## src/dmem_settings.svh

```systemverilog
`ifndef DMEM_SETTINGS_SVH
`define DMEM_SETTINGS_SVH

// number of 32-bit words in the data RAM, power of two
`define DMEM_WORDS 256

// request buffer entries, also the client's starting credit
`define REQ_FIFO_DEPTH 4

`endif

```

## src/mem_types_pkg.sv

```systemverilog
`include "dmem_settings.svh"

package mem_types_pkg;

    localparam int IDX_W = $clog2(`DMEM_WORDS); // word index width

    typedef logic [31:0] addr_t;       // byte address
    typedef logic [31:0] word_t;       // one RAM word
    typedef logic [IDX_W-1:0] word_idx_t; // word index, wraps with RAM size
    typedef logic [1:0] size_t;        // access size code

    // size codes as sent by the client, code 3 unused
    localparam size_t SIZE_B = 2'd0;   // byte
    localparam size_t SIZE_H = 2'd1;   // half-word
    localparam size_t SIZE_W = 2'd2;   // word

endpackage

```

## src/req_fifo.sv

```systemverilog
`timescale 1ns/10ps
`include "dmem_settings.svh"

module req_fifo import mem_types_pkg::*; (
    input  logic  clk,
    input  logic  rst_n,
    input  logic  req_valid,
    input  logic  req_wen,
    input  size_t req_size,
    input  addr_t req_addr,
    input  word_t req_wdata,
    input  logic  pop,
    output logic  head_valid,
    output logic  head_wen,
    output size_t head_size,
    output addr_t head_addr,
    output word_t head_wdata,
    output logic  req_credit
);

    localparam int DEPTH = `REQ_FIFO_DEPTH;
    localparam int PTR_W = (DEPTH > 1) ? $clog2(DEPTH) : 1;
    localparam int CNT_W = $clog2(DEPTH + 1);

    logic  wen_mem   [DEPTH];
    size_t size_mem  [DEPTH];
    addr_t addr_mem  [DEPTH];
    word_t wdata_mem [DEPTH];

    logic [PTR_W-1:0] wr_ptr;
    logic [PTR_W-1:0] rd_ptr;
    logic [CNT_W-1:0] count;

    // pointer increment, depth need not be a power of two
    function automatic logic [PTR_W-1:0] ptr_next(input logic [PTR_W-1:0] ptr);
        if (ptr == PTR_W'(DEPTH - 1)) begin
            return '0;
        end
        return ptr + 1'b1;
    endfunction

    // entry payload, credits keep this from overrunning
    always_ff @(posedge clk) begin
        if (req_valid) begin
            wen_mem[wr_ptr]   <= req_wen;
            size_mem[wr_ptr]  <= req_size;
            addr_mem[wr_ptr]  <= req_addr;
            wdata_mem[wr_ptr] <= req_wdata;
        end
    end

    always_ff @(posedge clk) begin
        if (!rst_n) begin
            wr_ptr     <= '0;
            rd_ptr     <= '0;
            count      <= '0;
            req_credit <= 1'b0;
        end else begin
            req_credit <= pop; // one credit back per dequeue
            if (req_valid) begin
                wr_ptr <= ptr_next(wr_ptr);
            end
            if (pop) begin
                rd_ptr <= ptr_next(rd_ptr);
            end
            if (req_valid && !pop) begin
                count <= count + 1'b1;
            end else if (pop && !req_valid) begin
                count <= count - 1'b1;
            end
        end
    end

    assign head_valid = (count != '0);
    assign head_wen   = wen_mem[rd_ptr];
    assign head_size  = size_mem[rd_ptr];
    assign head_addr  = addr_mem[rd_ptr];
    assign head_wdata = wdata_mem[rd_ptr];

endmodule

```

## config.mk

```make
export PLATFORM = sky130hd
export DESIGN_NAME = req_fifo
export DESIGN_NICKNAME = d
export VERILOG_FILES = /design/src/mem_types_pkg.sv /design/src/req_fifo.sv
export VERILOG_INCLUDE_DIRS = /design/src
export SDC_FILE = /design/constraint.sdc
export NUM_CORES = 1
export LEC_CHECK = 0
export ABC_AREA = 1
export BUFFER_PORTS_ARGS = -buffer_cell sky130_fd_sc_hd__buf_4
export CAP_MARGIN = 15
export CORE_MARGIN = 3
export CORE_UTILIZATION = 55
export DETAILED_ROUTE_END_ITERATION = 8
export GPL_ROUTABILITY_DRIVEN = 0
export PLACE_DENSITY = 0.8
export RECOVER_POWER = 100
export SLEW_MARGIN = 20
export SYNTH_ARGS = -nofsm -noshare
export SYNTH_HDL_FRONTEND = slang
export SYNTH_SLANG_ARGS = --single-unit
```

## constraint.sdc

```tcl
create_clock -name clk -period 7.8 [get_ports clk]
set_clock_uncertainty 0.15 [all_clocks]
set_input_delay 1.56 -clock clk [delete_from_list [all_inputs] [get_ports clk]]
set_output_delay 1.56 -clock clk [all_outputs]
set_load 0.03 [all_outputs]
```

* Word level (Yosys, flattened, before mapping)
Memories as Yosys holds them, arrays and structs flattened. A register that Yosys moved wholly into a read port is not among the register bits.
Index checks and enable logic that the tools add are counted.
** Storage, ports and cells
- Input port bits :: 71
- Register bits :: 8
- Memories kept :: 4
- Bits in latches :: 0
- Memory bits (read-only) :: 0
- Bits in writable memories :: 268
** Memories
- addr_mem :: depth 4, bits a word 32, rd ports 1, clocked after memory_dff 1, wr ports 1, line req_fifo.sv:27 : addr_t addr_mem [DEPTH];
- wdata_mem :: depth 4, bits a word 32, rd ports 1, clocked after memory_dff 1, wr ports 1, line req_fifo.sv:28 : word_t wdata_mem [DEPTH];
- size_mem :: depth 4, bits a word 2, rd ports 1, clocked after memory_dff 1, wr ports 1, line req_fifo.sv:26 : size_t size_mem [DEPTH];
- wen_mem :: depth 4, bits a word 1, rd ports 1, clocked after memory_dff 1, wr ports 1, line req_fifo.sv:25 : logic wen_mem [DEPTH];
** Operators by class
- Add/subtract/negate cells :: 4
- Div/mod/pow operators :: 0
- Shift operators :: 0
- Multipliers :: 0
- Reductions and logical operators :: 6
- Bitwise gates (word level) :: 0
- Magnitude comparators :: 0
- Equality and inequality tests :: 2
- Mux-type cells :: 22
** Operators by type and width (number)
- 2-to-1 mux 2 bit :: 12
- 2-to-1 mux 1 bit :: 8
- 2-to-1 mux 3 bit :: 2
- adder 2 x 1 -> 2 bit (second input constant) :: 2
- equality test 2 bit (second input constant) :: 2
- adder 3 x 1 -> 3 bit (second input constant) :: 1
- nonzero test 3 bit :: 1
- subtractor 3 x 1 -> 3 bit (second input constant) :: 1
- logical AND 1 bit :: 2
- logical NOT 1 bit :: 2
- nonzero test 2 bit :: 1

* Depth between registers and ports, before layout
- Word-level depth :: 7
- Mapped depth :: 10
- Depth with buffers taken out :: 10

* Worst setup path before layout
Ideal clock, no wire load.
- Path kind :: input port to flip-flop
- Start :: input req_valid
- End :: memory addr_mem[3][0] in the netlist's numbering (enable)
- Stages on the path :: 2
- Data required time :: 7229 ps
- Buffers on the path :: 0
- Data arrival time :: 2897 ps
- Path slack :: 4331 ps
- Library setup time :: 421 ps
- Cells stage by stage :: nand2_1 > inv_1
** On the way
- Word-level cells in the longest chain between the ends :: 2
** Ends and longest elaborated chain
- start: declaration :: line req_fifo.sv:7 : input logic req_valid,
- 2-to-1 mux 1 bit :: line req_fifo.sv:44 : if (req_valid) begin
- 2-to-1 mux 1 bit (not written as such) :: line req_fifo.sv:47 : addr_mem[wr_ptr] <= req_addr;
- end: declaration :: line req_fifo.sv:27
Every way passes these cells.

==> run metrics <==
EDFF count, synth=268; worst r2r path cells=4; average wire per standard cell=about 19 um; vias in the first global route=5979; Vias/cell=5.67; Die Area=0.0207 sq mm; Post-synth ARST share=0; # rows=between 40 and 50; CTS root buffer=clkbuf_16; cell type with the largest total area after synthesis=edfxtp_1; First DRT Iteration DRCs=between 400 and 500; IO Count=140; combinational family with the most area after synthesis=compound AO/OA/AOI/OAI gates; Clock transition at path regs=about 60 ps; Synth Cell Area=around 0.010 sq mm; drt pass-1 iters=4; H-tree depth=1; Post-Synth Adder-Cell Area=0.00911; final non-filler cell area=0.0119 sq mm; synth cell count leaders=268 x edfxtp_1, 143 x nor2_1, 134 x o21ai_0; Post-CTS Setup Inserts=0; multiplexer share of the synthesized area=0; total gr overflow=0; min cycle time layout=5870 ps; net count after synthesis=788; Slowest cell on crit path=clkbuf_2; Avg Cell Area, Syn=approximately 15 sq um; # setup viols final=0; status=finished, violations left; layout cells sized above 1=0.0720; flops & latches, synth=278; Synth Area in Compound Gates=0.107; Leak=between 3 and 4 nW; CP arrival=roughly 4200 ps; antenna violation net count after detailed routing=0; nets@finish=920; Post-Synth Simple-Gate Area=0.0571; measured slew at the worst slew-check pin=3670 ps; max cap viols=6; setup_tns=0 ps; upper clock frequency limit=0.170 GHz; CP endpoint kind=output pin; yosys warns=0; die extent in y=between 100 and 150 um; violated checks=capacitance limit, slew limit; Area contributors post-synth=edfxtp_1 77%, o21ai_0 6.4%, nor2_1 5.1%; gr usage total=0.195; DP HPWL=11300 um; Worst Hold Class=flop to flop; clk sinks=278; hold path cells=4; Top FF cell, synth=edfxtp_1; DP Area=0.0115 sq mm; die span in x=144 um; Layout area overhead=13.9%; Worst Hold Launch=count[2]; crit-path leading delay family=buffers and inverters; critical path class=flop to output pin; diodes inserted=0; post-CTS resize count=0; count leader, synth=edfxtp_1; crit-path cells=clkbuf_2, o21ai_0, o22ai_1, clkbuf_1; hold-critical path endpoint=count[2]; Starting Density=0.569; DRC violations left=0; CP Launch Type=flop; first-pass GRT wire length=31400 um; pins over their slew limit=about 300; post-synthesis sequential area ratio=0.790; CTS buffer count=27; Yosys top cell area share=0.771; Non-Filler Instances=1090; wirelength, routed=around 21000 um; Worst Path Max Fanout=106; Clock Latency Late Sink=520 ps; Post-Synth XOR/XNOR Area=0.000839; post-placement cell count=~1000; Core Region=approximately 0.018 sq mm; # hold bufs at CTS=0; Worst EP required=6090 ps; Cells after Synth=710; vias=6176; reg2reg start=wr_ptr[0]; CTS tree=yes; Slew Limit Headroom=-1.44; WHS=slightly below 400 ps; Reg-to-Reg End=wdata_mem[3][14]; largest stage delay on the critical path=1520 ps; largest net degree at the start of global routing=between 100 and 150; initial antenna violation count=0; Longest Clk Path Bufs=3; crit path buf inv count=2; Final Hold Viols=0; Worst VDD drop=roughly 0.21 mV; port buffer count=139; R2R Setup Slk=~3400 ps; final cycle utilization of the critical path=0.753; Distinct cells, synth=24; unrepaired setup endpoints after global routing=no; pwr/cell area=282 mW/mm^2
## layout make-up
type,count,area [sq um]
Clock inverter,13,138
Fill cell,1409,6440
Sequential cell,278,8250
Tap cell,229,287
Clock buffer,35,716
Multi-Input combinational cell,372,1820
Timing Repair Buffer,146,606
Inverter,17,76.3
## worst min-delay path, stage by stage (launching register included)
cell and delay (ps):
dfxtp_1 310, inv_1 60, nand2_1 50, inv_1 40
nor2_1 30
## metal layers
metal | share of wire | vias up | GRT usage
li1 | - | 2918 | -
met1 | 0.42 | 2979 | 0.273
met2 | 0.48 | 239 | 0.320
met3 | 0.070 | 40 | 0.0326
met4 | 0.026 | 0 | 0.0575
met5 | 0 | - | 0
## how the worst max path moves through the flow
stage,slack (ps),endpoint,startpoint,depth (start not counted)
global route,1570,head_wdata[9],flop,4
finish,1930,head_addr[28],flop,4
CTS,3350,head_addr[14],flop,4
global placement,3980,head_addr[28],flop,4
floorplan,4330,addr_mem[3][0],req_valid,2
detailed placement,3900,head_addr[14],flop,4
## through the flow
step           setup slack [ps]  total power [mW]   util
3_5_place_dp               3900              2.18  0.629
6_report                   1930              3.35  0.649
3_3_place_gp               3980              2.18  0.629
2_1_floorplan              4330              2.02      -
4_1_cts                    3350              3.43  0.676
5_1_grt                    1570              3.47  0.649
## placed cells by master (no fill, tap or decap), types with 2 or more instances in the layout
master      synthesis  routed
clkinvlp_2          0       4
ha_1                6       6
clkinv_2            0       8
nor3_1              2       2
inv_1              15      11
edfxtp_1          268     268
bufinv_16           0       3
buf_4               1      15
a21oi_1             3       3
clkbuf_1            9     137
clkbuf_16           0      27
dfxtp_1            10       9
o21ai_0           134     134
clkinv_1            0       2
nor2_1            143     143
o21ai_1             3       3
o22ai_1            67      67
nand2_1            10      10
## sequential cells by signal, summed over array words and instances, names as in the netlist, named ones only
register,flops
wen_mem,4
wr_ptr,2
count,3
req_credit,1
rd_ptr,2
size_mem,8
addr_mem,128
wdata_mem,128
## cell families (layout without fill, tap and decap cells)
kind of cell,Yosys count,count (layout)
AND/OR/NAND/NOR,157,157
adder cells (fa/ha/maj),7,7
XOR/XNOR,1,1
flip-flops,278,278
buffers and inverters,60,211
AO/OA/AOI/OAI,207,207
## power by group
group	total, mW	leakage [nW]	switching, mW	internal [mW]
clock	1.25	0.425	0.506	0.742
sequential	1.73	2.54	0.0188	1.71
combinational	0.371	0.929	0.284	0.0865
total	3.35	3.90	0.810	2.54
Note: power is estimated with default switching activity, not from simulation.
