`config.mk`:
```
export PLATFORM = sky130hd
export DESIGN_NAME = misaligned_access_unit
export DESIGN_NICKNAME = d
export VERILOG_FILES = /design/src/mem_types_pkg.sv /design/src/access_fsm_pkg.sv /design/src/misaligned_access_unit.sv
export VERILOG_INCLUDE_DIRS = /design/src
export SDC_FILE = /design/constraint.sdc
export NUM_CORES = 1
export LEC_CHECK = 0
export BUFFER_PORTS_ARGS = -buffer_cell sky130_fd_sc_hd__clkbuf_2
export CORE_AREA = 3 3 145 147
export CTS_CLUSTER_DIAMETER = 100
export CTS_CLUSTER_SIZE = 12
export DETAILED_ROUTE_END_ITERATION = 12
export DIE_AREA = 0 0 148 150
export PLACE_DENSITY = 0.75
export RECOVER_POWER = 100
export SYNTH_ARGS = -nofsm -noshare
export SYNTH_HDL_FRONTEND = slang
export SYNTH_SLANG_ARGS = --single-unit
```
`constraint.sdc`:
```
create_clock -name clk -period 12.2 [get_ports clk]
set_input_delay 1.22 -clock clk [delete_from_list [all_inputs] [get_ports clk]]
set_output_delay 1.22 -clock clk [all_outputs]
set_load 0.02 [all_outputs]
```
`src/dmem_settings.svh`:
```
`ifndef DMEM_SETTINGS_SVH
`define DMEM_SETTINGS_SVH

// number of 32-bit words in the data RAM, power of two
`define DMEM_WORDS 256

// request buffer entries, also the client's starting credit
`define REQ_FIFO_DEPTH 4

`endif

```
`src/mem_types_pkg.sv`:
```
`include "dmem_settings.svh"

package mem_types_pkg;

    localparam int IDX_W = $clog2(`DMEM_WORDS); // word index width

    typedef logic [31:0] addr_t;       // byte address
    typedef logic [31:0] word_t;       // one RAM word
    typedef logic [IDX_W-1:0] word_idx_t; // word index, wraps with RAM size
    typedef logic [1:0] size_t;        // access size code

    // size codes as sent by the client, code 3 unused
    localparam size_t SIZE_B = 2'd0;   // byte
    localparam size_t SIZE_H = 2'd1;   // half-word
    localparam size_t SIZE_W = 2'd2;   // word

endpackage

```
`src/access_fsm_pkg.sv`:
```
package access_fsm_pkg;

    typedef enum logic [3:0] {
        IDLE,          // waiting for a request
        STORE_CHECK,   // store taken, read needed or not
        READ1,         // first word read issued
        WAIT1,         // first word captured
        READ2,         // second word read issued
        WAIT2,         // second word captured
        MERGE,         // load result and store words built
        WRITE1,        // first word written back
        WRITE2,        // second word written back
        PUSH           // load response out
    } access_state_t;

endpackage

```
`src/misaligned_access_unit.sv`:
```
`timescale 1ns/10ps

module misaligned_access_unit
    import mem_types_pkg::*;
    import access_fsm_pkg::*;
(
    input  logic      clk,
    input  logic      rst_n,
    input  logic      head_valid,
    input  logic      head_wen,
    input  size_t     head_size,
    input  addr_t     head_addr,
    input  word_t     head_wdata,
    input  word_t     mem_rdata,
    output logic      pop,
    output logic      mem_en,
    output logic      mem_wen,
    output word_idx_t mem_idx,
    output word_t     mem_wdata,
    output logic      resp_valid,
    output addr_t     resp_addr,
    output word_t     resp_rdata
);

    access_state_t state;

    // request taken at pop
    logic  req_wen;
    size_t req_size;
    addr_t req_addr;
    word_t req_wdata;

    word_t rd_word1;    // first aligned word read
    word_t rd_word2;    // second aligned word read
    word_t wr_word1;    // first word to write back
    word_t wr_word2;    // second word to write back
    word_t load_result;

    logic [1:0]  byte_off;
    logic        two_words;
    logic        need_read;
    word_idx_t   idx1;
    word_idx_t   idx2;
    logic [3:0]  size_mask;
    logic [31:0] size_bits;
    logic [7:0]  byte_en;
    logic [63:0] bit_en;
    logic [4:0]  bit_shift;
    logic [63:0] pair_rd;
    logic [63:0] pair_shifted;
    logic [63:0] store_data;
    logic [63:0] pair_wr;

    assign byte_off  = req_addr[1:0];
    assign bit_shift = {byte_off, 3'b000};

    // half at offset 3 or word off alignment spills into the next word
    assign two_words = (req_size == SIZE_H && byte_off == 2'd3) ||
                       (req_size == SIZE_W && byte_off != 2'd0);

    // only an aligned full word can be written blind
    assign need_read = !(req_size == SIZE_W && byte_off == 2'd0);

    assign idx1 = req_addr[IDX_W+1:2];
    assign idx2 = idx1 + word_idx_t'(1); // wraps past the last word

    always_comb begin
        case (req_size)
            SIZE_B:  size_mask = 4'b0001;
            SIZE_H:  size_mask = 4'b0011;
            SIZE_W:  size_mask = 4'b1111;
            default: size_mask = 4'b0000;
        endcase
    end

    assign byte_en = {4'b0000, size_mask} << byte_off;

    always_comb begin
        for (int i = 0; i < 4; i++) begin
            size_bits[8*i +: 8] = {8{size_mask[i]}};
        end
        for (int i = 0; i < 8; i++) begin
            bit_en[8*i +: 8] = {8{byte_en[i]}};
        end
    end

    // little-endian pair, first word in the low half
    assign pair_rd      = {rd_word2, rd_word1};
    assign pair_shifted = pair_rd >> bit_shift;
    assign store_data   = {32'h0, req_wdata} << bit_shift;
    assign pair_wr      = (pair_rd & ~bit_en) | (store_data & bit_en);

    always_ff @(posedge clk) begin
        if (!rst_n) begin
            state <= IDLE;
        end else begin
            case (state)
                IDLE: begin
                    if (pop) begin
                        if (head_wen) begin
                            state <= STORE_CHECK;
                        end else begin
                            state <= READ1;
                        end
                    end
                end
                STORE_CHECK: begin
                    if (need_read) begin
                        state <= READ1;
                    end else begin
                        state <= WRITE1;
                    end
                end
                READ1: state <= WAIT1;
                WAIT1: begin
                    if (two_words) begin
                        state <= READ2;
                    end else begin
                        state <= MERGE;
                    end
                end
                READ2: state <= WAIT2;
                WAIT2: state <= MERGE;
                MERGE: begin
                    if (req_wen) begin
                        state <= WRITE1;
                    end else begin
                        state <= PUSH;
                    end
                end
                WRITE1: begin
                    if (two_words) begin
                        state <= WRITE2;
                    end else begin
                        state <= IDLE;
                    end
                end
                WRITE2:  state <= IDLE;
                PUSH:    state <= IDLE;
                default: state <= IDLE;
            endcase
        end
    end

    always_ff @(posedge clk) begin
        if (pop) begin
            req_wen   <= head_wen;
            req_size  <= head_size;
            req_addr  <= head_addr;
            req_wdata <= head_wdata;
        end
        if (state == WAIT1) begin
            rd_word1 <= mem_rdata;
        end
        if (state == WAIT2) begin
            rd_word2 <= mem_rdata;
        end
        if (state == STORE_CHECK) begin
            wr_word1 <= req_wdata; // used as is when no read follows
        end
        if (state == MERGE) begin
            wr_word1    <= pair_wr[31:0];
            wr_word2    <= pair_wr[63:32];
            load_result <= pair_shifted[31:0] & size_bits; // zero-extended
        end
    end

    assign pop       = (state == IDLE) && head_valid;
    assign mem_en    = (state == READ1) || (state == READ2) ||
                       (state == WRITE1) || (state == WRITE2);
    assign mem_wen   = (state == WRITE1) || (state == WRITE2);
    assign mem_idx   = (state == READ2 || state == WRITE2) ? idx2 : idx1;
    assign mem_wdata = (state == WRITE2) ? wr_word2 : wr_word1;

    assign resp_valid = (state == PUSH);
    assign resp_addr  = req_addr;
    assign resp_rdata = load_result;

endmodule

```
== After elaboration in Yosys (flattened, before gate mapping) ==
Index checks and enable logic that the tools add are counted.

* $add $sub $neg: 1
* Eq/ne operators: 13
* Shifts and indexed selects: 3
* Multiplexer cells: 12
* Bitwise gates (word level): 5
* Reduce and logical (&&, ||, !) cells: 15

{| class="wikitable"
|+ Operators by type and width
! cell !! number
|-
| AND 64 bit || 2
|-
| two-way mux 32 bit || 3
|-
| inverter 64 bit || 1
|-
| bitwise OR 64 bit || 1
|-
| << shifter 32 x 5 -> 64 bit || 1
|-
| >> shifter 64 x 5 -> 32 bit || 1
|-
| AND 32 bit || 1
|-
| one-hot mux 4 bit (8 select lines) || 1
|-
| == test 4 x 3 -> 1 bit (second input constant) || 4
|-
| two-way mux 4 bit || 3
|-
| one-hot mux 4 bit (3 select lines) || 1
|-
| adder 8 x 1 -> 8 bit (second input constant) || 1
|-
| == test 4 x 2 -> 1 bit (second input constant) || 2
|-
| == test 4 bit (second input constant) || 2
|-
| two-way mux 8 bit || 1
|-
| << shifter 4 x 2 -> 8 bit || 1
|-
| logical OR 1 bit || 6
|-
| == test 2 bit (second input constant) || 2
|-
| == test 4 x 1 -> 1 bit (second input constant) || 1
|-
| logical AND 1 bit || 4
|-
| zero test 2 bit || 2
|-
| zero test 4 bit || 1
|-
| two-way mux 2 bit || 2
|-
| nonzero test 2 bit || 2
|-
| 3 further kinds || 3
|}

* Register bits: 231
* Word-level logic and storage cells: 59

== Logic depth before layout (Yosys ltp) ==
Gate-level depths: netlist of run 1.

* Depth in word-level cells: 7
* Mapped depth: 8
* Mapped depth without buffers: 6

== Worst setup path after synthesis of run 1 ==
OpenSTA, ideal clock, no wires.

* Kind: input port to output port
* Start: input port head_valid
* End: output port pop
* Arrival: 6.198 ns
* Setup slack: 4.782 ns
* Stages: 2
* Path buffers: 0
* Cells stage by stage: nand2_1 nor3_1

* Longest elaborated chain between the ends: 1

{| class="wikitable"
|+ Ends and longest elaborated chain
! what !! line !! source
|-
| start: declaration || misaligned_access_unit.sv:9 || <nowiki>input logic head_valid,</nowiki>
|-
| logical AND 1 bit || misaligned_access_unit.sv:168 || <nowiki>assign pop = (state == IDLE) && head_valid;</nowiki>
|-
| end: declaration || misaligned_access_unit.sv:15 || <nowiki>output logic pop,</nowiki>
|}

No other way between the ends.

== Worst setup path in the final report of run 1 ==
* Start: register state[2]
* End: register wr_word1[15], data pin

* Longest elaborated chain between the ends: 2

{| class="wikitable"
|+ Ends and longest elaborated chain
! what !! line !! source
|-
| start: declaration || misaligned_access_unit.sv:25 || <nowiki>access_state_t state;</nowiki>
|-
| start signal: assignment || misaligned_access_unit.sv:95 || <nowiki>state <= IDLE;</nowiki>
|-
| start signal: assignment || misaligned_access_unit.sv:101 || <nowiki>state <= STORE_CHECK;</nowiki>
|-
| start signal: assignment || misaligned_access_unit.sv:103 || <nowiki>state <= READ1;</nowiki>
|-
| == test 4 x 3 -> 1 bit || misaligned_access_unit.sv:161 || <nowiki>if (state == MERGE) begin</nowiki>
|-
| two-way mux 32 bit || misaligned_access_unit.sv:161 ||
|-
| end signal: assignment || misaligned_access_unit.sv:159 || <nowiki>wr_word1 <= req_wdata;</nowiki>
|-
| end signal: assignment || misaligned_access_unit.sv:162 || <nowiki>wr_word1 <= pair_wr[31:0];</nowiki>
|-
| end: declaration || misaligned_access_unit.sv:35 || <nowiki>word_t wr_word1;</nowiki>
|}

No other way between the ends.
A chain may end at the register's enable or synchronous reset.

==> results of run 1 <==
-- path summary, 6_finish.rpt --
path	start	to	slack (ns)
worst max register to register	state[2]$_SDFFE_PN0P_	wr_word1[15]$_DFFE_PP_	5.25
worst min-delay path	rd_word2[30]$_DFFE_PN_	wr_word2[30]$_DFFE_PN_	0.42
worst max-delay path	state[2]$_SDFFE_PN0P_	wr_word1[15]$_DFFE_PP_	5.25
worst min register to register	rd_word2[30]$_DFFE_PN_	wr_word2[30]$_DFFE_PN_	0.42
-- synth_stat cells, types with 2 or more instances --
cell	n	area [sq um]
inv_1	5	18.8
nor3_2	2	20.0
nor3_1	7	35.0
mux2_2	4	45.0
nor2b_1	18	113
buf_2	14	70.1
a21oi_1	31	155
xor2_1	4	35.0
edfxtp_1	227	6820
buf_4	4	30.0
and2_1	16	100
mux2_1	53	597
xnor2_1	5	43.8
nor2_1	33	124
o31ai_1	9	67.6
buf_6	3	33.8
clkbuf_1	15	56.3
o21ai_0	2	10.0
mux2i_1	16	160
a21o_1	2	15.0
dfxtp_1	4	80.1
a22oi_1	16	120
or3b_1	2	17.5
nand3_1	4	20.0
o21a_1	4	30.0
nand2_1	34	128
mux4_2	32	721
a22o_1	8	70.1
o211ai_1	8	60.1
ha_1	4	50.1
a221oi_1	8	70.1
o21ai_1	18	90.1
and3_1	2	12.5
nand4_1	2	12.5
o2bb2ai_1	8	70.1
nand3b_1	2	15.0
nand2b_1	6	37.5
-- stage by stage --
step                       util  area [sq um]  total power [W]  std cells
after CTS                 0.609         12200          0.00181       1132
after global placement    0.578         11600          0.00119       1100
after global routing      0.596         11900          0.00186       1132
final                     0.596         11900          0.00179       1132
after floorplan               -         10300          0.00111        646
after detailed placement  0.578         11600          0.00119       1100
-- report_power, final --
| part | leakage (nW) | internal (W) | total, W | switching, W |
|---|---|---|---|---|
| Clock | 0.302 | 0.000343 | 0.000621 | 0.000278 |
| Combinational | 1.60 | 0.0000827 | 0.000222 | 0.000139 |
| Sequential | 2.12 | 0.000924 | 0.000951 | 0.0000269 |
| Total | 4.02 | 0.00135 | 0.00179 | 0.000444 |
-- per-layer routing --
metal / GRT usage / wire length, microns
met5: 0 / 0
met4: 0.0591 / 592
met3: 0.0500 / 2650
met2: 0.377 / 12400
met1: 0.314 / 9890
-- cells by family (layout without fill, tap and decap cells) --
family,Yosys count,after routing,synth area share
buffers and inverters,44,260,0.0216
xor gates and xnor gates,9,9,0.00767
and+or+nand+nor,133,133,0.0671
AOI/OAI and AO/OA,120,120,0.0791
DFF,231,231,0.671
muxes,105,105,0.148
adders and majority gates,4,4,0.00487
-- area by class of cell --
class / count / area, sq um / share of cell area
clock buffers: 30 / 602 / 0.0504
multi-input cells: 371 / 3140 / 0.263
inverters: 7 / 27.5 / 0.00230
flip-flops and latches: 231 / 6900 / 0.577
repair buffers: 221 / 920 / 0.0770
clock inverters: 2 / 20.0 / 0.00168
well taps: 270 / 338 / 0.0283
-- sequential cells by signal, summed over array words and instances (netlist names) --
register / flops
wr_word2: 32
req_wdata: 32
state: 4
wr_word1: 32
rd_word1: 32
rd_word2: 32
resp_addr: 32
resp_rdata: 32
req_wen: 1
req_size: 2
==> flow_summary.json, run 1 <==
{
  "avgRoutedWirePerCell_microns": 22.6,
  "crit_slowest_cell": "clkbuf_1",
  "port_buffers": 209,
  "mostFrequentLayoutCells": "edfxtp_1 (227), clkbuf_1 (164), clkbuf_2 (60)",
  "chipWidth_microns": 148,
  "wl_microns": 25600,
  "crit_chain": "nand2b_1 -> or3b_1 -> clkbuf_1 -> clkinvlp_2 -> clkbuf_1 -> o31ai_1 -> o2bb2ai_1",
  "fin_crit_sh": 0.570,
  "slew_headroom": -1.56,
  "rsz0062_at_grt": "false",
  "peakVddDrop_mv": 0.122,
  "synthToLayoutAreaGrowth_pct": 16.3,
  "crit_fanout": 57,
  "dr_total_vias": 6524,
  "end_kind": "flop",
  "synthesis.nets": 752,
  "cp.depth": 7,
  "n_antenna_cell": 0,
  "fin_ws_ns": 5.25,
  "grt_max_degree": 79,
  "die_h_microns": 150,
  "hp-class": "reg -> reg",
  "synth-main-ff-cell": "edfxtp_1",
  "ant_nets": 0,
  "dp_hpwl_microns": 16500,
  "post_cts_buffers": 0,
  "violations": "max-capacitance violations, max-slew violations",
  "finalSetupViolCount": 0,
  "final.setup.tns_ns": 0,
  "htree_levels": 1,
  "nets": 961,
  "clock.fmax_ghz": 0.144,
  "num_rows": 52,
  "powerDensity_mw_per_mm2": 150,
  "grt_pass1_wl_microns": 38300,
  "fillers": 1661,
  "cp.arrival_ns": 7.15,
  "netlist_area_sq_mm": 0.0103,
  "antenna_found_initial": 0,
  "ys.warnings.count": 0,
  "tightest_slew_ns": 3.84,
  "yosysUniqueCellTypes": 51,
  "grt.total_usage": 0.229,
  "synthArstFlopShare": 0,
  "synth_edf_count": 227,
  "run_status": "finished, violations left",
  "crit_path_start_kind": "flop",
  "cp_common_cell": "clkbuf_1",
  "drt-pass1-iter-count": 6,
  "holdPathStages": 0,
  "max_stage_delay_ns": 2.27,
  "cts_tree": "built",
  "ys_ff_latch": 231,
  "numCtsBuffers": 23,
  "critical_path_required_ns": 12.40,
  "p_leak_nw": 4.02,
  "die_area_sq_mm": 0.0222,
  "finClkSkew_ns": 0.0124,
  "synth_cells": 646,
  "worstSkewPairLatency_ns": 0.51,
  "io_pins": 210,
  "clockBufferDepth": 3,
  "final-hold-violation-count": 0,
  "cts.root.buffer_cell": "clkbuf_16",
  "drive_gt1_frac": 0.148,
  "yosysSeqAreaShare": 0.671,
  "place_worst_setup_slack_ns": 8.76,
  "holdWs_ns": 0.418,
  "cp_top_family": "buffers and inverters",
  "core_sq_mm": 0.0200,
  "gp_congestion": 0.853,
  "grt_pass1_vias": 6603,
  "initial_core_util": 0.513,
  "reg2regPathDepth": 7,
  "layout_commonest_cell": "edfxtp_1",
  "via_per_inst": 5.76,
  "critPathKind": "reg -> reg",
  "period_minus_slack_ns": 6.95,
  "cts_resized": 0,
  "cts_hold_buf": 0,
  "initialDrtViolationCount": 532,
  "grt_overflow": 0,
  "clk_pin_slew_ns": 0.06,
  "drc": 0,
  "maxSlewViolCount": 360,
  "crit_buf_inv": 3,
  "syn_avg_cell_area_sq_um": 15.9,
  "cap_violations": 9,
  "cts_sinks": 231
}
Power figures use the tool's default switching activity.
==> inputs of run 2 (changes only) <==
ABC_AREA = 1   (was not set)
CORE_AREA = 3 3 147 149   (was 3 3 145 147)
DIE_AREA = 0 0 150 152   (was 0 0 148 150)
clock period = 6.55 ns   (was 12.2 ns; I/O delays follow)
==> run 2 against run 1 <==
Against the previous run: the flow still finishes with violations (max-capacitance violations, max-slew violations); sequential power increased by 89%; sequential share of layout area decreased by 0.52 points; register-to-register slack got worse by 3.5 ns; fmax increased by 44%; clock power increased by 84%; hold slack got worse by 0.10 ns; via count increased by 26%; global-route usage increased by 3.1 points; power increased by 94%; die area increased by 2.7%; critical endpoint is now wr_word2[3]$_DFFE_PN_; largest cell class unchanged.
==> flow_summary.json, run 2 <==
{
  "cts_resized": 0,
  "reg2regPathDepth": 7,
  "worstSkewPairLatency_ns": 0.51,
  "cts_tree": "built",
  "p_sw_w": 0.000949,
  "mostFrequentLayoutCells": "nand2_1 (334), edfxtp_1 (227), clkbuf_1 (152)",
  "cts_sinks": 231,
  "clockBufferDepth": 3,
  "post-place-cells": 1454,
  "yosysMostFrequentCell": "nand2_1",
  "crit_path_start_kind": "flop",
  "cts.root.buffer_cell": "clkbuf_16",
  "end_kind": "flop",
  "holdPathStages": 1,
  "ys_ff_latch": 231,
  "via_per_inst": 5.52,
  "yosysUniqueCellTypes": 35,
  "gp_congestion": 0.970,
  "drc": 0,
  "p_int_w": 0.00253,
  "synth_xor_area_frac": 0.00331,
  "clk_pin_slew_ns": 0.06,
  "syn_avg_cell_area_sq_um": 10.4,
  "synthMuxAreaShare": 0,
  "violations": "max-capacitance violations, max-slew violations",
  "synthToLayoutAreaGrowth_pct": 13.7,
  "grt.total_usage": 0.259,
  "layout_commonest_cell": "nand2_1",
  "dr_total_vias": 8203,
  "netlist_area_sq_mm": 0.0106,
  "n_antenna_cell": 0,
  "cts_hold_buf": 0,
  "fin_util": 0.594,
  "critPathKind": "reg -> reg",
  "initialDrtViolationCount": 963,
  "yosys.area_share.simple": 0.216,
  "crit_fanout": 59,
  "period_minus_slack_ns": 4.84,
  "cap_violations": 6,
  "num_rows": 52,
  "synthesis.nets": 1123,
  "final-hold-violation-count": 0,
  "place_worst_setup_slack_ns": 3.57,
  "synth_top_family_by_area": "simple AND/OR/NAND/NOR gates",
  "io_pins": 210,
  "slew_headroom": -1.45,
  "critical_path_required_ns": 6.85,
  "tightest_slew_ns": 3.67,
  "ant_nets": 0,
  "yosysSeqAreaShare": 0.651,
  "synth_top_cell_by_area": "edfxtp_1",
  "drive_gt1_frac": 0.0961,
  "synthArstFlopShare": 0,
  "p_seq_frac": 0.517,
  "combPwrFrac": 0.154,
  "drt-pass1-iter-count": 5,
  "nets": 1315,
  "fin_crit_sh": 0.739,
  "avgRoutedWirePerCell_microns": 20.0,
  "antenna_found_initial": 0,
  "ys.warnings.count": 0,
  "port_buffers": 209,
  "grt_pass1_wl_microns": 45300,
  "netSwitchingFraction": 0.273,
  "post_cts_buffers": 0,
  "rsz0062_at_grt": "false",
  "grt_max_degree": 90,
  "run_status": "finished, violations left",
  "synthTopCellsByArea": "edfxtp_1 (64%), nand2_1 (12%), nand3_1 (4.0%)",
  "htree_levels": 1,
  "synth_compound_area_frac": 0.0696,
  "power.clock.fraction": 0.329,
  "synth-main-ff-cell": "edfxtp_1",
  "peakVddDrop_mv": 0.243,
  "die_area_sq_mm": 0.0228,
  "fin_cells": 1487,
  "p_leak_nw": 4.72,
  "chipWidth_microns": 150,
  "hp-class": "in -> reg",
  "initial_core_util": 0.522,
  "design_area_sq_mm": 0.0121,
  "maxSlewViolCount": 300,
  "core_sq_mm": 0.0203,
  "synth_fa_ha_area_frac": 0.00472,
  "clock.fmax_ghz": 0.207,
  "finalSetupViolCount": 0,
  "cp.arrival_ns": 5.14,
  "numCtsBuffers": 23,
  "grt_pass1_vias": 7837,
  "synth_cells": 1017,
  "placed_cell_area_sq_mm": 0.0117,
  "powerDensity_mw_per_mm2": 288,
  "yosys-top-cells-count": "nand2_1 (329), edfxtp_1 (227), nand3_1 (84)",
  "wl_microns": 29800,
  "dp_hpwl_microns": 21200,
  "grt_overflow": 0,
  "synth_top_cell_area_share": 0.643,
  "die_h_microns": 152,
  "final.setup.tns_ns": 0,
  "fin_ws_ns": 1.71,
  "fillers": 1820,
  "synth_edf_count": 227,
  "finClkSkew_ns": 0.0161
}
-- run 2: changes by cell type after synthesis, sizes merged, moves of 17 or more --
cell	before	now
nand2	34	341
nand3	4	89
o21ai	20	93
inv	6	72
mux2	57	0
mux4	32	0
nor2	34	60
nor3	9	33
a21oi	31	9
nor2b	18	0
buf	22	39
-- run 2: cells by family (layout without fill, tap and decap cells) --
| group | Yosys count | after routing |
|---|---|---|
| fa+ha+maj | 4 | 4 |
| compound gates | 129 | 129 |
| xor+xnor | 4 | 4 |
| buf+inv | 120 | 320 |
| flops | 231 | 231 |
| simple gates | 529 | 529 |
-- run 2: cell type report --
type / count / area (sq um) / share of cell area
Tap cell: 270 / 338 / 0.0280
Sequential cell: 231 / 6900 / 0.572
Clock buffer: 32 / 609 / 0.0506
Clock inverter: 1 / 11.3 / 0.000934
Multi-Input combinational cell: 666 / 3020 / 0.251
Inverter: 72 / 277 / 0.0229
Timing Repair Buffer: 215 / 900 / 0.0746
-- run 2: worst max-delay path: stages (launching register included) --
cell and delay, ns:
edfxtp_1 0.32, buf_4 0.46, clkinvlp_2 1.93, nand2_4 0.99, nand2_2 0.20, nand2_1 0.12
o21ai_2 0.19, o21ai_0 0.36
-- run 2: stage by stage --
stage | hold slack [ns] | total power (W)
finish | 0.318 | 0.00348
floorplan | 0.400 | 0.00219
global route | 0.297 | 0.00363
global placement | 0.403 | 0.00237
detailed placement | 0.405 | 0.00237
CTS | 0.298 | 0.00351
-- run 2: worst paths after layout --
kind | from | endpoint | slack, ns
hold reg to reg | rd_word2[29]$_DFFE_PN_ | wr_word2[29]$_DFFE_PN_ | 0.42
setup reg to reg | resp_addr[1]$_DFFE_PP_ | wr_word2[3]$_DFFE_PN_ | 1.71
setup / recovery | resp_addr[1]$_DFFE_PP_ | wr_word2[3]$_DFFE_PN_ | 1.71
hold / removal | head_wdata[20] | req_wdata[20]$_DFFE_PP_ | 0.32
-- run 2: power by group through the flow --
stage / sequential [W] / clock [W] / combinational, W
final: 0.00180 / 0.00114 / 0.000535
after global routing: 0.00180 / 0.00123 / 0.000593
after global placement: 0.00182 / 0 / 0.000547
after detailed placement: 0.00182 / 0 / 0.000552
after CTS: 0.00179 / 0.00117 / 0.000555
after floorplan: 0.00184 / 0 / 0.000353
-- run 2: routing by layer --
| layer | part of all wire | vias to the layer above | GRT usage | wire, microns |
|---|---|---|---|---|
| met5 | 0 | - | 0 | 0 |
| met4 | 0.037 | 0 | 0.0898 | 1100 |
| met3 | 0.096 | 73 | 0.0477 | 2860 |
| met2 | 0.46 | 419 | 0.400 | 13800 |
| met1 | 0.40 | 3848 | 0.373 | 12000 |
| li1 | - | 3863 | - | - |
